$ cat src/hw/wb_defines.svh
////////////////////////////////////////////////////////////////////////////
// writeback sizing macros
// field widths, queue depth and lane count for the result path.
////////////////////////////////////////////////////////////////////////////

`ifndef WB_DEFINES_SVH
`define WB_DEFINES_SVH

`define WB_PC_BITS         32  // program counter width.
`define WB_ARCH_ADDR_BITS  5   // architectural register index.
`define WB_DATA_BITS       32  // result data width.
`define WB_SEQ_NUM_BITS    6   // instruction sequence number.
`define WB_PHYS_ADDR_BITS  6   // physical register index.

`define WB_QUEUE_DEPTH     4   // entries per execute queue.
`define WB_NUM_LANES       2   // alu and multiplier.

`endif

$ cat src/hw/wb_pkg.sv
////////////////////////////////////////////////////////////////////////////
// writeback package
// result message layout and source lane naming for the writeback side.
////////////////////////////////////////////////////////////////////////////

`include "wb_defines.svh"

package wb_pkg;

  typedef logic [`WB_SEQ_NUM_BITS-1:0]   seq_num_t;  // instruction age tag.
  typedef logic [`WB_PHYS_ADDR_BITS-1:0] preg_t;     // physical register index.

  //////////////////////////////////////////////////////////////////////////
  // result message, 88 bits, pc in the top bits
  //////////////////////////////////////////////////////////////////////////

  typedef struct packed {
    logic [`WB_PC_BITS-1:0]        pc;       // pc of producing instr.
    logic [`WB_ARCH_ADDR_BITS-1:0] waddr;    // arch destination.
    logic [`WB_DATA_BITS-1:0]      wdata;    // result value.
    logic                          wen;      // writes a register.
    seq_num_t                      seq_num;  // age tag.
    preg_t                         preg;     // new physical dest.
    preg_t                         ppreg;    // previous mapping.
  } wb_msg_t;

  //////////////////////////////////////////////////////////////////////////
  // source lane, also the arbiter pointer
  //////////////////////////////////////////////////////////////////////////

  typedef enum logic [$clog2(`WB_NUM_LANES)-1:0] {
    LANE_ALU,  // integer alu lane.
    LANE_MUL   // multiplier lane.
  } lane_t;

endpackage

$ cat src/hw/ex_queue.sv
////////////////////////////////////////////////////////////////////////////
// execute result queue
// packs one lane's result and bypasses it when empty, else buffers it.
////////////////////////////////////////////////////////////////////////////

`include "wb_defines.svh"

module ex_queue import wb_pkg::*; #(
  parameter int depth = 4
) (
  input  logic                          clk,
  input  logic                          reset,

  input  logic                          in_val,
  output logic                          in_rdy,
  input  logic [`WB_PC_BITS-1:0]        in_pc,
  input  logic [`WB_ARCH_ADDR_BITS-1:0] in_waddr,
  input  logic [`WB_DATA_BITS-1:0]      in_wdata,
  input  logic                          in_wen,
  input  seq_num_t                      in_seq_num,
  input  preg_t                         in_preg,
  input  preg_t                         in_ppreg,

  output logic                          out_val,
  input  logic                          out_rdy,
  output wb_msg_t                       out_msg
);

  wb_msg_t in_msg;      // packed lane input.
  wb_msg_t buf_head;    // fifo head entry.
  logic    buf_push;
  logic    buf_pop;
  logic    buf_empty;
  logic    buf_full;
  logic    bypass;      // input goes straight out.

  ////////////////////////////////////////////////////////////////////////////
  // pack loose fields
  ////////////////////////////////////////////////////////////////////////////

  assign in_msg.pc      = in_pc;
  assign in_msg.waddr   = in_waddr;
  assign in_msg.wdata   = in_wdata;
  assign in_msg.wen     = in_wen;
  assign in_msg.seq_num = in_seq_num;
  assign in_msg.preg    = in_preg;
  assign in_msg.ppreg   = in_ppreg;

  ////////////////////////////////////////////////////////////////////////////
  // buffer
  ////////////////////////////////////////////////////////////////////////////

  fifo #(
    .entry_bits ($bits(wb_msg_t)),
    .depth      (depth)
  ) buf_i (
    .clk   (clk),
    .reset (reset),
    .push  (buf_push),
    .pop   (buf_pop),
    .wdata (in_msg),
    .rdata (buf_head),
    .empty (buf_empty),
    .full  (buf_full)
  );

  ////////////////////////////////////////////////////////////////////////////
  // bypass and handshake
  ////////////////////////////////////////////////////////////////////////////

  assign bypass  = buf_empty;                          // nothing older waits.
  assign out_msg = bypass ? in_msg : buf_head;         // oldest result first.
  assign out_val = ~buf_empty | in_val;                // head or live input.
  assign in_rdy  = ~buf_full | out_rdy;                // room, or one leaves.

  // store unless it went straight through this cycle.
  assign buf_push = in_val & in_rdy & ~(bypass & out_rdy);
  assign buf_pop  = ~buf_empty & out_rdy;              // head accepted.

endmodule

$ cat src/hw/fifo.sv
////////////////////////////////////////////////////////////////////////////
// fifo
// circular buffer with occupancy count; push and pop may share a cycle,
// even when the buffer is full.
////////////////////////////////////////////////////////////////////////////

module fifo #(
  parameter int entry_bits = 8,
  parameter int depth      = 4
) (
  input  logic                  clk,
  input  logic                  reset,
  input  logic                  push,
  input  logic                  pop,
  input  logic [entry_bits-1:0] wdata,
  output logic [entry_bits-1:0] rdata,
  output logic                  empty,
  output logic                  full
);

  localparam int ptr_bits = (depth > 1) ? $clog2(depth) : 1;
  localparam int cnt_bits = $clog2(depth + 1);

  logic [entry_bits-1:0] mem [depth];  // storage, no reset.
  logic [ptr_bits-1:0]   rd_ptr;       // head slot.
  logic [ptr_bits-1:0]   wr_ptr;       // next free slot.
  logic [cnt_bits-1:0]   count;        // live entries.
  logic                  do_push;
  logic                  do_pop;

  // wrap at depth, which need not be a power of two.
  function automatic logic [ptr_bits-1:0] next_ptr(input logic [ptr_bits-1:0] ptr);
    logic [ptr_bits-1:0] nxt;
    if (ptr == ptr_bits'(depth - 1)) begin
      nxt = '0;
    end else begin
      nxt = ptr + 1'b1;
    end
    return nxt;
  endfunction

  assign empty   = (count == '0);                 // nothing stored.
  assign full    = (count == cnt_bits'(depth));   // every slot used.
  assign do_pop  = pop & ~empty;                  // ignore pop on empty.
  assign do_push = push & (~full | do_pop);       // full only with pop.
  assign rdata   = mem[rd_ptr];                   // head always visible.

  ////////////////////////////////////////////////////////////////////////////
  // storage write
  ////////////////////////////////////////////////////////////////////////////

  always_ff @(posedge clk) begin
    if (do_push) begin
      mem[wr_ptr] <= wdata;  // write at tail.
    end
  end

  ////////////////////////////////////////////////////////////////////////////
  // pointers and count
  ////////////////////////////////////////////////////////////////////////////

  always_ff @(posedge clk) begin
    if (reset) begin
      rd_ptr <= '0;
      wr_ptr <= '0;
      count  <= '0;
    end else begin
      if (do_push) begin
        wr_ptr <= next_ptr(wr_ptr);  // advance tail.
      end
      if (do_pop) begin
        rd_ptr <= next_ptr(rd_ptr);  // advance head.
      end
      case ({do_push, do_pop})
        2'b10:   count <= count + 1'b1;  // push only.
        2'b01:   count <= count - 1'b1;  // pop only.
        default: count <= count;         // both or neither.
      endcase
    end
  end

endmodule

$ cat src/hw/wb_arbiter.sv
////////////////////////////////////////////////////////////////////////////
// writeback arbiter
// round-robin pick of one lane per cycle onto the writeback port.
////////////////////////////////////////////////////////////////////////////

`include "wb_defines.svh"

module wb_arbiter import wb_pkg::*; (
  input  logic                          clk,
  input  logic                          reset,

  input  logic                          alu_val,
  input  wb_msg_t                       alu_msg,
  output logic                          alu_rdy,

  input  logic                          mul_val,
  input  wb_msg_t                       mul_msg,
  output logic                          mul_rdy,

  output logic                          wb_val,
  input  logic                          wb_rdy,
  output logic [`WB_PC_BITS-1:0]        wb_pc,
  output logic [`WB_ARCH_ADDR_BITS-1:0] wb_waddr,
  output logic [`WB_DATA_BITS-1:0]      wb_wdata,
  output logic                          wb_wen,
  output seq_num_t                      wb_seq_num,
  output preg_t                         wb_preg,
  output preg_t                         wb_ppreg
);

  lane_t   last_winner;  // lane granted on last transfer.
  lane_t   grant;        // lane granted this cycle.
  wb_msg_t sel_msg;      // granted lane's message.
  logic    wb_fire;      // writeback transfer.

  ////////////////////////////////////////////////////////////////////////////
  // grant
  ////////////////////////////////////////////////////////////////////////////

  always_comb begin
    if (alu_val && mul_val) begin
      // tie goes to the lane that did not win last.
      grant = (last_winner == LANE_ALU) ? LANE_MUL : LANE_ALU;
    end else if (alu_val) begin
      grant = LANE_ALU;   // only alu waiting.
    end else begin
      grant = LANE_MUL;   // mul waiting, or idle.
    end
  end

  assign wb_val  = alu_val | mul_val;                 // any lane ready.
  assign wb_fire = wb_val & wb_rdy;
  assign alu_rdy = wb_rdy & (grant == LANE_ALU);      // granted lane only.
  assign mul_rdy = wb_rdy & (grant == LANE_MUL);

  ////////////////////////////////////////////////////////////////////////////
  // message mux and unpack
  ////////////////////////////////////////////////////////////////////////////

  assign sel_msg = (grant == LANE_ALU) ? alu_msg : mul_msg;

  assign wb_pc      = sel_msg.pc;
  assign wb_waddr   = sel_msg.waddr;
  assign wb_wdata   = sel_msg.wdata;
  assign wb_wen     = sel_msg.wen;
  assign wb_seq_num = sel_msg.seq_num;
  assign wb_preg    = sel_msg.preg;
  assign wb_ppreg   = sel_msg.ppreg;

  ////////////////////////////////////////////////////////////////////////////
  // priority pointer
  ////////////////////////////////////////////////////////////////////////////

  always_ff @(posedge clk) begin
    if (reset) begin
      last_winner <= LANE_MUL;    // alu wins first tie.
    end else if (wb_fire) begin
      last_winner <= grant;       // only on completed transfer.
    end
  end

endmodule

$ cat src/hw/wb_subsystem.sv
////////////////////////////////////////////////////////////////////////////
// writeback subsystem
// alu and multiplier result queues merged onto one writeback port.
////////////////////////////////////////////////////////////////////////////

`include "wb_defines.svh"

module wb_subsystem import wb_pkg::*; (
  input  logic                          clk,
  input  logic                          reset,

  // alu lane.
  input  logic                          alu_val,
  output logic                          alu_rdy,
  input  logic [`WB_PC_BITS-1:0]        alu_pc,
  input  logic [`WB_ARCH_ADDR_BITS-1:0] alu_waddr,
  input  logic [`WB_DATA_BITS-1:0]      alu_wdata,
  input  logic                          alu_wen,
  input  seq_num_t                      alu_seq_num,
  input  preg_t                         alu_preg,
  input  preg_t                         alu_ppreg,

  // multiplier lane.
  input  logic                          mul_val,
  output logic                          mul_rdy,
  input  logic [`WB_PC_BITS-1:0]        mul_pc,
  input  logic [`WB_ARCH_ADDR_BITS-1:0] mul_waddr,
  input  logic [`WB_DATA_BITS-1:0]      mul_wdata,
  input  logic                          mul_wen,
  input  seq_num_t                      mul_seq_num,
  input  preg_t                         mul_preg,
  input  preg_t                         mul_ppreg,

  // writeback port.
  output logic                          wb_val,
  input  logic                          wb_rdy,
  output logic [`WB_PC_BITS-1:0]        wb_pc,
  output logic [`WB_ARCH_ADDR_BITS-1:0] wb_waddr,
  output logic [`WB_DATA_BITS-1:0]      wb_wdata,
  output logic                          wb_wen,
  output seq_num_t                      wb_seq_num,
  output preg_t                         wb_preg,
  output preg_t                         wb_ppreg
);

  logic    alu_q_val;   // alu queue has a result.
  logic    alu_q_rdy;   // arbiter takes alu result.
  wb_msg_t alu_q_msg;
  logic    mul_q_val;   // mul queue has a result.
  logic    mul_q_rdy;   // arbiter takes mul result.
  wb_msg_t mul_q_msg;

  ////////////////////////////////////////////////////////////////////////////
  // per-lane queues
  ////////////////////////////////////////////////////////////////////////////

  ex_queue #(.depth(`WB_QUEUE_DEPTH)) alu_queue_i (
    .clk        (clk),
    .reset      (reset),
    .in_val     (alu_val),
    .in_rdy     (alu_rdy),
    .in_pc      (alu_pc),
    .in_waddr   (alu_waddr),
    .in_wdata   (alu_wdata),
    .in_wen     (alu_wen),
    .in_seq_num (alu_seq_num),
    .in_preg    (alu_preg),
    .in_ppreg   (alu_ppreg),
    .out_val    (alu_q_val),
    .out_rdy    (alu_q_rdy),
    .out_msg    (alu_q_msg)
  );

  ex_queue #(.depth(`WB_QUEUE_DEPTH)) mul_queue_i (
    .clk        (clk),
    .reset      (reset),
    .in_val     (mul_val),
    .in_rdy     (mul_rdy),
    .in_pc      (mul_pc),
    .in_waddr   (mul_waddr),
    .in_wdata   (mul_wdata),
    .in_wen     (mul_wen),
    .in_seq_num (mul_seq_num),
    .in_preg    (mul_preg),
    .in_ppreg   (mul_ppreg),
    .out_val    (mul_q_val),
    .out_rdy    (mul_q_rdy),
    .out_msg    (mul_q_msg)
  );

  ////////////////////////////////////////////////////////////////////////////
  // merge onto writeback
  ////////////////////////////////////////////////////////////////////////////

  wb_arbiter arbiter_i (
    .clk        (clk),
    .reset      (reset),
    .alu_val    (alu_q_val),
    .alu_msg    (alu_q_msg),
    .alu_rdy    (alu_q_rdy),
    .mul_val    (mul_q_val),
    .mul_msg    (mul_q_msg),
    .mul_rdy    (mul_q_rdy),
    .wb_val     (wb_val),
    .wb_rdy     (wb_rdy),
    .wb_pc      (wb_pc),
    .wb_waddr   (wb_waddr),
    .wb_wdata   (wb_wdata),
    .wb_wen     (wb_wen),
    .wb_seq_num (wb_seq_num),
    .wb_preg    (wb_preg),
    .wb_ppreg   (wb_ppreg)
  );

endmodule

$ cat config.mk
export PLATFORM = sky130hd
export DESIGN_NAME = wb_subsystem
export DESIGN_NICKNAME = d
export VERILOG_FILES = /design/src/hw/wb_pkg.sv /design/src/hw/ex_queue.sv /design/src/hw/fifo.sv /design/src/hw/wb_arbiter.sv /design/src/hw/wb_subsystem.sv
export VERILOG_INCLUDE_DIRS = /design/src /design/src/hw
export SDC_FILE = /design/constraint.sdc
export NUM_CORES = 1
export LEC_CHECK = 0
export ABC_AREA = 1
export ABC_CLOCK_PERIOD_IN_PS = 15800
export BUFFER_PORTS_ARGS = -buffer_cell sky130_fd_sc_hd__buf_2
export CAP_MARGIN = 20
export CORE_MARGIN = 2
export CORE_UTILIZATION = 47
export DETAILED_ROUTE_END_ITERATION = 8
export GPL_ROUTABILITY_DRIVEN = 0
export PLACE_DENSITY = 0.69
export SETUP_SLACK_MARGIN = 0.02
export SYNTH_ARGS = -nofsm -noshare
export SYNTH_HDL_FRONTEND = slang
export SYNTH_SLANG_ARGS = --single-unit
$ cat constraint.sdc
create_clock -name clk -period 15.8 [get_ports clk]
set_input_delay 1.58 -clock clk [delete_from_list [all_inputs] [get_ports clk]]
set_output_delay 1.58 -clock clk [all_outputs]
set_load 0.02 [all_outputs]
# [Word level (Yosys, flattened, before mapping)]
# Memories as Yosys holds them, arrays and structs flattened. A register that Yosys moved wholly into a read port is not among the register bits.
# Cells that the tools add are included.
[op_classes] n_addsub=8 eq_ne=10 muxes=20 bitwise_logic=29 reduce_logical=5
[op_table] cell="2-to-1 mux 88 bit" n=3
[op_table] cell="2-to-1 mux 2 bit" n=8
[op_table] cell="AND 1 bit" n=15
[op_table] cell="equality test 2 bit, second input constant" n=6
[op_table] cell="one-hot mux 3 bit (2 select lines)" n=2
[op_table] cell="adder 2 x 1 -> 2 bit, second input constant" n=4
[op_table] cell="2-to-1 mux 1 bit" n=7
[op_table] cell="inverter 1 bit" n=7
[op_table] cell="OR 1 bit" n=7
[op_table] cell="adder 3 x 1 -> 3 bit, second input constant" n=2
[op_table] cell="equality test 3 bit, second input constant" n=2
[op_table] cell="logical NOT 3 bit" n=2
[op_table] cell="subtractor 3 x 1 -> 3 bit, second input constant" n=2
[op_table] cell="equality test 2 x 1 -> 1 bit, second input constant" n=2
[op_table] cell="nonzero test 2 bit" n=2
[op_table] cell="logical AND 1 bit" n=1
[totals] regBits=15 ramBits=704 in_bits=181 output_inout_bits=91 wordCells=81 mem_count=2
[memory_table] memory="alu_queue_i.buf_i.mem" words=4 word_bits=88 read_ports=1 rd_clocked_by_memory_dff=1 write_ports=1 line="fifo.sv:24" source="logic [entry_bits-1:0] mem [depth];"
[memory_table] memory="mul_queue_i.buf_i.mem" words=4 word_bits=88 read_ports=1 rd_clocked_by_memory_dff=1 write_ports=1 line="fifo.sv:24"

# [Depth between registers and ports, before layout]
# Gate-level depths: netlist (run 1).
[depth] depth_word=13 mapped_depth=15 depth_no_buf=14

# [By module]
# Synthesis (run 1) repeated with hierarchy kept, for this count alone.
[hier_totals] hier_cells=2720 hier_area_um2=30969.7
[by_module_without_submodules] module="fifo" n_inst=2 cells_per_inst=917 area_each_um2=13504.2 seq_area_each_um2=10750.3
[by_module_without_submodules] module="ex_queue" n_inst=2 cells_per_inst=294 area_each_um2=1393.8 seq_area_each_um2=0.0
[by_module_without_submodules] module="wb_arbiter" n_inst=1 cells_per_inst=298 area_each_um2=1173.6 seq_area_each_um2=20.0

# [Least setup slack after synthesis (run 1)]
# No wires, ideal clock.
[synth_timing] path_type="input port to flip-flop" start="in alu_val" end="mem mul_queue_i.buf_i.mem[0][0] (netlist bit), enable pin" t_arrival_ns=6.033 required_ns=15.264 setup_slack_ns=9.232 stages=7 cell_sequence="inv_1 nand4_2 nand2_2 nand2_1 nand2_1 nand3_2 nor2_1"
[synth_via] elab_chain_cells=10 word_cells_on_any_way=16 cone_classes="4 x mux; 11 x bitwise; 1 x reduce/logical"
[synth_lines] element="start, declared" line="wb_subsystem.sv:13" source="input logic alu_val,"
[synth_lines] element="OR 1 bit *" line="ex_queue.sv:73" source="assign out_val = ~buf_empty | in_val;"
[synth_lines] element="2-to-1 mux 1 bit / logical AND 1 bit (equally long branches)" line="wb_arbiter.sv:44, wb_arbiter.sv:41"
[synth_lines] element="2-to-1 mux 1 bit *" line="wb_arbiter.sv:41" source="if (alu_val && mul_val) begin"
[synth_lines] element="AND 1 bit *" line="wb_arbiter.sv:54" source="assign mul_rdy = wb_rdy & (grant == LANE_MUL);"
[synth_lines] element="OR 1 bit *" line="ex_queue.sv:74" source="assign in_rdy = ~buf_full | out_rdy;"
[synth_lines] element="named net mul_rdy" line="wb_subsystem.sv:25" source="output logic mul_rdy,"
[synth_lines] element="AND 1 bit * (2 in a row)" line="ex_queue.sv:77" source="assign buf_push = in_val & in_rdy & ~(bypass & out_rdy);"
[synth_lines] element="AND 1 bit *" line="fifo.sv:45" source="assign do_push = push & (~full | do_pop);"
[synth_lines] element="2-to-1 mux 1 bit *" line="fifo.sv:53" source="if (do_push) begin"
[synth_lines] element="2-to-1 mux 1 bit (implied by the code) *" line="fifo.sv:54" source="mem[wr_ptr] <= wdata;"
[synth_lines] element="end, declared" line="fifo.sv:24"
# Mark *: on every way through the listed nets, which the timed path passes. The rest lies on a longest branch.

# [Worst setup path in the final report (run 1)]
[layout_timing] start="in mul_val" end="out wb_pc[2]"
[layout_via] elab_chain_cells=4
[layout_lines] element="start, declared" line="wb_subsystem.sv:24" source="input logic mul_val,"
[layout_lines] element="OR 1 bit" line="ex_queue.sv:73"
[layout_lines] element="logical AND 1 bit" line="wb_arbiter.sv:41"
[layout_lines] element="2-to-1 mux 1 bit" line="wb_arbiter.sv:41"
[layout_lines] element="2-to-1 mux 88 bit" line="wb_arbiter.sv:60" source="assign sel_msg = (grant == LANE_ALU) ? alu_msg : mul_msg;"
[layout_lines] element="end, declared" line="wb_subsystem.sv:37" source="output logic [`WB_PC_BITS-1:0] wb_pc,"
# No other way between the ends.

==> results.py, run 1 <==
metrics = {
    "run_status": {
        "outcome": "finished, final reports clean",
    },
    "logic_synthesis": {
        "synth_seq_area_share_pct": 70.6,
        "syn_inst": 2421,
        "yosys_register_bits": 723,
        "syn_area_sq_um": 30500,
        "synth.avg_cell_area_sq_um": 12.6,
        "yosys.cell_types.count": 32,
        "yosys_warnings": 0,
        "synth.net_count": 2616,
    },
    "cts": {
        "clock_sink_count": 723,
        "cts.reportedPaths.clkPinSlew_ns": 0.06,
        "tritoncts": "done",
        "clock_h_tree_levels": 3,
        "cts_hold_repair.buffers": 0,
        "cts-buffers-inserted": 77,
        "clock_buffer_depth": 3,
        "cts_setup_buffers": 0,
        "clock_insertion_delay_worst_skew_ns": 0.61,
        "gates_resized_cts_repair": 0,
        "cts_root_buf": "clkbuf_16",
    },
    "critical_path": {
        "path_cells": "buf_2 > inv_1 > nand3_2 > nand2_2 > nand2_2 > buf_4 > inv_4 > buf_4 > o21ai_1 > o22ai_1 > buf_2",
        "slowest_stage_delay_cp_ns": 0.69,
        "critical_path_source_type": "primary input",
        "critPathCaptureType": "output pin",
        "r2r-start": "mul_queue_i.buf_i.count[0]$_SDFFE_PP0P_",
        "cp_max_fo": 87,
        "cp-startpoint": "mul_val",
        "critical_path_required_ns": 14.22,
        "setup.worst_path.class": "in -> out",
        "critical_path_arrival_ns": 4.25,
        "critical_path.slowest_cell": "buf_4",
    },
    "floorplanning": {
        "chipWidth_um": 259,
        "total_number_of_placement_rows": 93,
        "num_io_pins": 272,
        "coreArea_sq_um": 64300,
        "floorplan_die_height_um": 259,
        "floorplan.initialDensity_pct": 47.4,
        "die_footprint_sq_um": 66900,
    },
    "global_routing": {
        "first_global_vias": 19184,
        "global_route.usage.total_pct": 22.1,
        "maximum_number_of_pins_on_one_net_before_global_route_repair": 132,
        "antenna_found_initial": 29,
        "grt_first_pass_wirelength_um": 112000,
        "global_route.overflow_total": 0,
    },
    "detailed_routing": {
        "route.detailed.vias_per_inst": 5.53,
        "first_pass_iters": 5,
        "detail_route.wirelength_um": 74700,
        "drcViolationCount": 0,
        "number_of_nets_with_antenna_violations_after_detailed_routing": 0,
        "wl_per_cell_um": 21.0,
        "dr_vias": 19692,
        "dr.first_iter.drc_count": 1712,
    },
    "timing": {
        "finalHoldViolations": 0,
        "maxClockFrequency_ghz": 0.171,
        "report.final.setup_viol": 0,
        "worst_slew_margin_rel_pct": 27.2,
        "drv_slew": 0,
        "timing.hold.ws_ns": 0.490,
        "grt_setup_unrepaired": "false",
        "final_critical_path_setup_slack_ns": 9.97,
        "setup_total_negative_slack_ns": 0,
        "finalCritPeriodShare_pct": 36.9,
        "final.setup_skew_ns": 0.0214,
        "timing.final.crit_period_ns": 5.83,
        "worst_slew_pin_slew_ns": 1.09,
    },
    "final_layout": {
        "n_fill_cell": 5317,
        "post_route_core_utilization_pct": 54.1,
        "layout.nets": 2836,
        "flow.area_growth_from_synthesis_pct": 14.1,
        "layout-drive-gt1-share_pct": 16.4,
    },
    "hold_path": {
        "timing.hold.worst.class": "reg -> reg",
        "hold_start": "alu_queue_i.buf_i.rd_ptr[1]$_SDFFE_PP0N_",
    },
    "power": {
        "power_density_relative_to_cell_area_nw_per_um2": 178,
        "report.power.total_mw": 6.21,
        "peak_supply_drop_mv": 0.125,
        "leakage_nw": 12.2,
    },
    "placement": {
        "preCtsSetupSlack_ns": 10.02,
        "port_buffers": 271,
        "detailedPlacementHpwl_um": 44600,
    },
    "job": {
        "drv.max_cap_violation_count": 0,
    },
}
through the flow:
stage	std cells	instance area [sq um]
4_1_cts	3550	34700
2_1_floorplan	2421	30500
3_5_place_dp	3413	32300
5_1_grt	3561	34800
6_report	3563	34800
3_3_place_gp	3413	32300
metal layers:
layer  vias up  track usage [%]  wire (um)
met5         -                0        184
met4        30             8.61       2230
met3       154             5.63       5780
met2       674             36.4      35900
met1      9560             28.3      30500
li1       9274                -          -
synthesized netlist by cell type:
master / count / area, sq um
nor3_4: 1 / 16.3
o21ai_0: 279 / 1400
nor2_1: 113 / 424
nand3_1: 89 / 445
inv_2: 9 / 33.8
inv_1: 288 / 1080
nand4_2: 1 / 12.5
nor3_1: 1 / 5.00
fa_1: 2 / 40.0
o22ai_2: 1 / 12.5
nand2_2: 2 / 12.5
a21oi_1: 190 / 951
o211ai_1: 136 / 1020
or2_2: 1 / 6.26
buf_2: 68 / 340
buf_8: 3 / 45.0
buf_4: 17 / 128
clkbuf_1: 53 / 199
ha_1: 12 / 150
nand3_2: 4 / 40.0
buf_1: 8 / 30.0
o22ai_1: 39 / 244
buf_6: 13 / 146
nand2_1: 105 / 394
mux2i_1: 87 / 871
o21ai_1: 170 / 851
nand4_1: 1 / 6.26
edfxtp_1: 704 / 21100
a31oi_1: 1 / 6.26
buf_12: 2 / 40.0
nor2_4: 2 / 22.5
dfxtp_1: 19 / 380
placed cells by master (no fill, tap or decap), types with 2 or more instances in the layout:
cell,instances
dfxtp_1,15
nor2_1,105
clkinv_1,19
nand3_1,89
clkinv_2,14
clkbuf_8,2
a21oi_1,190
nand2_1,105
edfxtp_1,704
inv_4,2
diode_2,9
fa_1,2
buf_2,271
clkbuf_16,78
buf_4,30
nand3_2,4
o21ai_0,279
o211ai_1,136
nor2_4,10
inv_6,3
bufinv_16,4
clkinvlp_4,2
o22ai_1,39
nand2_2,2
mux2i_1,87
ha_1,12
dfxtp_4,4
clkbuf_1,14
inv_1,288
o21ai_1,170
inv_2,5
buf_16,4
cell type report:
| class | count | area, sq um | share of cell area, % |
|---|---|---|---|
| timing repair buffer | 305 | 1690 | 4.86 |
| multi-input combinational | 1237 | 6990 | 20.1 |
| tap | 855 | 1070 | 3.07 |
| antenna | 9 | 22.5 | 0.0647 |
| clock inverter | 43 | 334 | 0.960 |
| inverter | 297 | 1130 | 3.24 |
| clock buffer | 94 | 2030 | 5.84 |
| sequential | 723 | 21500 | 61.9 |
worst max-delay path, delay by kind of cell:
kind	cells	cell delay, ns
buf+inv	6	1.89
compound gates	2	0.35
simple gates	3	0.20
registers in the layout, indices dropped and copies added, names as in the netlist, named ones only:
name and flops:
mul_queue_i.buf_i.count 3, alu_queue_i.buf_i.mem 352, mul_queue_i.buf_i.rd_ptr 2, alu_queue_i.buf_i.rd_ptr 2
mul_queue_i.buf_i.wr_ptr 2, alu_queue_i.buf_i.count 3, mul_queue_i.buf_i.mem 352, arbiter_i.last_winner 1
alu_queue_i.buf_i.wr_ptr 2
final timing paths:
path	slack, ns	end	cells past startpoint
max	9.97	wb_pc[2]	11
min	0.49	register	2
max reg2reg	11.86	alu_queue_i.buf_i.count[2]$_SDFFE_PP0P_	16
min reg2reg	0.49	register	2
power by group:
part	internal (mW)	total (mW)	switching [mW]
Combinational	0.599	2.10	1.50
Sequential	2.34	2.42	0.0833
Clock	0.981	1.69	0.710
kinds of logic after synthesis:
logic type                 Yosys count  share of synthesized area [%]
AOI/OAI and AO/OA                  816                           14.7
adders and majority gates           14                          0.624
DFF                                723                           70.6
and+or+nand+nor                    320                           4.54
buffers and inverters              461                           6.70
muxes                               87                           2.86
Note: power is estimated with default switching activity, not from simulation.
==> run 2, diff against run 1 <==
ABC_CLOCK_PERIOD_IN_PS = 5850   (was 15800)
clock period = 5.85 ns   (was 15.8 ns; I/O delays follow)
==> run 2 against run 1 <==
  * Utilization is 0.062 points higher
  * Highest routed layer unchanged
  * Non-clock buffer count down 2
  * Critical path depth decreased by 5
  * Critical endpoint is now wb_pc[4]
  * Largest cell class unchanged
  * Via count barely moved
==> results.py, run 2 (synthesis results as in run 1) <==
metrics = {
    "detailed_routing": {
        "detail_route.wirelength_um": 75700,
        "route.detailed.vias_per_inst": 5.53,
        "dr.first_iter.drc_count": 1826,
        "first_pass_iters": 5,
        "number_of_nets_with_antenna_violations_after_detailed_routing": 0,
        "wl_per_cell_um": 21.2,
        "dr_vias": 19710,
        "drcViolationCount": 0,
    },
    "critical_path": {
        "critical_path_source_type": "register",
        "setup.worst_path.class": "reg -> out",
        "critical_path_required_ns": 5.27,
        "cp_max_fo": 52,
        "r2r-start": "alu_queue_i.buf_i.count[0]$_SDFFE_PP0P_",
        "ff2ff_setup_slack_ns": 2.53,
        "critical_path_arrival_ns": 3.60,
        "critPathCaptureType": "output pin",
        "rr_endpoint": "mul_queue_i.buf_i.mem[2][66]$_DFFE_PP_",
        "worst-r2r-cell-count": 9,
    },
    "hold_path": {
        "holdPathEnd": "alu_queue_i.buf_i.mem[3][65]$_DFFE_PP_",
        "timing.hold.worst.class": "in -> reg",
        "hold_start": "alu_pc[9]",
        "min_path_cells": 1,
    },
    "global_routing": {
        "maximum_number_of_pins_on_one_net_before_global_route_repair": 150,
        "first_global_vias": 18926,
        "antenna_found_initial": 35,
        "global_route.usage.total_pct": 22.3,
        "global_route.overflow_total": 0,
        "grt_first_pass_wirelength_um": 113000,
    },
    "cts": {
        "clock_insertion_delay_worst_skew_ns": 0.62,
        "clock_sink_count": 723,
        "gates_resized_cts_repair": 0,
        "tritoncts": "done",
        "cts_setup_buffers": 0,
        "cts_hold_repair.buffers": 0,
        "cts_root_buf": "clkbuf_16",
        "cts-buffers-inserted": 74,
        "clock_buffer_depth": 3,
        "clock_h_tree_levels": 3,
        "cts.reportedPaths.clkPinSlew_ns": 0.06,
    },
    "floorplanning": {
        "coreArea_sq_um": 64300,
        "chipWidth_um": 259,
        "num_io_pins": 272,
        "total_number_of_placement_rows": 93,
        "floorplan.initialDensity_pct": 47.4,
        "die_footprint_sq_um": 66900,
        "floorplan_die_height_um": 259,
    },
    "placement": {
        "port_buffers": 271,
        "place_inst": 3414,
        "placed_cell_area_sq_um": 32400,
        "detailedPlacementHpwl_um": 45700,
        "preCtsSetupSlack_ns": 1.87,
    },
    "final_layout": {
        "seq_area_sq_um": 21500,
        "mostFrequentLayoutCell": "edfxtp_1",
        "layout.nets": 2831,
        "multiInputGateArea_sq_um": 6990,
        "commonest_cells_after_routing_fill_and_taps_aside": "704 x edfxtp_1, 288 x inv_1, 279 x o21ai_0",
        "post_route_core_utilization_pct": 54.1,
        "stdcell_count": 3567,
        "top_flop_regs": "alu_queue_i.buf_i.mem (352), mul_queue_i.buf_i.mem (352)",
        "layout-drive-gt1-share_pct": 16.3,
        "n_fill_cell": 5256,
        "stdcell_area_sq_um": 34800,
        "flow.area_growth_from_synthesis_pct": 14.3,
    },
    "power": {
        "power_density_relative_to_cell_area_nw_per_um2": 483,
        "report.power.total_mw": 16.8,
        "peak_supply_drop_mv": 0.322,
        "leakage_nw": 12.2,
    },
    "timing": {
        "report.final.setup_viol": 0,
        "finalCritPeriodShare_pct": 71.6,
        "finalHoldViolations": 0,
        "final_critical_path_setup_slack_ns": 1.66,
        "timing.final.crit_period_ns": 4.19,
        "drv_slew": 0,
        "final.setup_skew_ns": 0.0213,
        "worst_slew_margin_rel_pct": 34.2,
        "grt_setup_unrepaired": "false",
        "timing.hold.ws_ns": 0.199,
        "maxClockFrequency_ghz": 0.239,
        "worst_slew_pin_slew_ns": 0.986,
        "setup_total_negative_slack_ns": 0,
    },
    "run_status": {
        "outcome": "finished, final reports clean",
    },
    "job": {
        "drv.max_cap_violation_count": 0,
    },
}
==> run 2: worst max-delay path by stage <==
stage	start	cells after the start	end	slack (ns)
2_1_floorplan	alu_val	7	mul_queue_i.buf_i.mem[0][0]$_DFFE_PP_	0.28
3_3_place_gp	alu_val	10	mul_queue_i.buf_i.mem[3][33]$_DFFE_PP_	1.95
3_5_place_dp	alu_val	10	mul_queue_i.buf_i.mem[3][75]$_DFFE_PP_	1.87
4_1_cts	register	6	wb_pc[19]	1.67
5_1_grt	register	6	wb_wdata[25]	1.51
6_report	register	6	wb_pc[4]	1.66
==> run 2: critical path, stage by stage, from the launching register on <==
cell and delay [ns]:
dfxtp_4 0.69, clkinv_2 0.91, buf_4 0.59, o21ai_0 0.23, nor2_1 0.05, o21ai_1 0.23, buf_2 0.21
==> run 2: where the power goes <==
part | leakage, nW | switching (mW) | internal [mW] | total [mW]
Sequential | 6.60 | 0.246 | 6.31 | 6.55
Combinational | 4.44 | 4.07 | 1.61 | 5.68
Clock | 1.15 | 1.93 | 2.68 | 4.61
==> run 2: final cells by class <==
type                       instances  share of cell area (%)
antenna                           17                   0.122
clock buffer                      95                    5.60
tap                              855                    3.07
clock inverter                    40                    1.16
sequential                       723                    61.8
timing repair buffer             303                    4.94
multi-input combinational       1237                    20.1
inverter                         297                    3.23
==> run 2: per-layer routing <==
metal	part of all wire [%]	wire (um)	global-route usage, %
met1	41	31100	29.2
met2	48	36200	35.6
met3	7.5	5670	5.85
met4	3.1	2360	8.90
met5	0.32	243	0
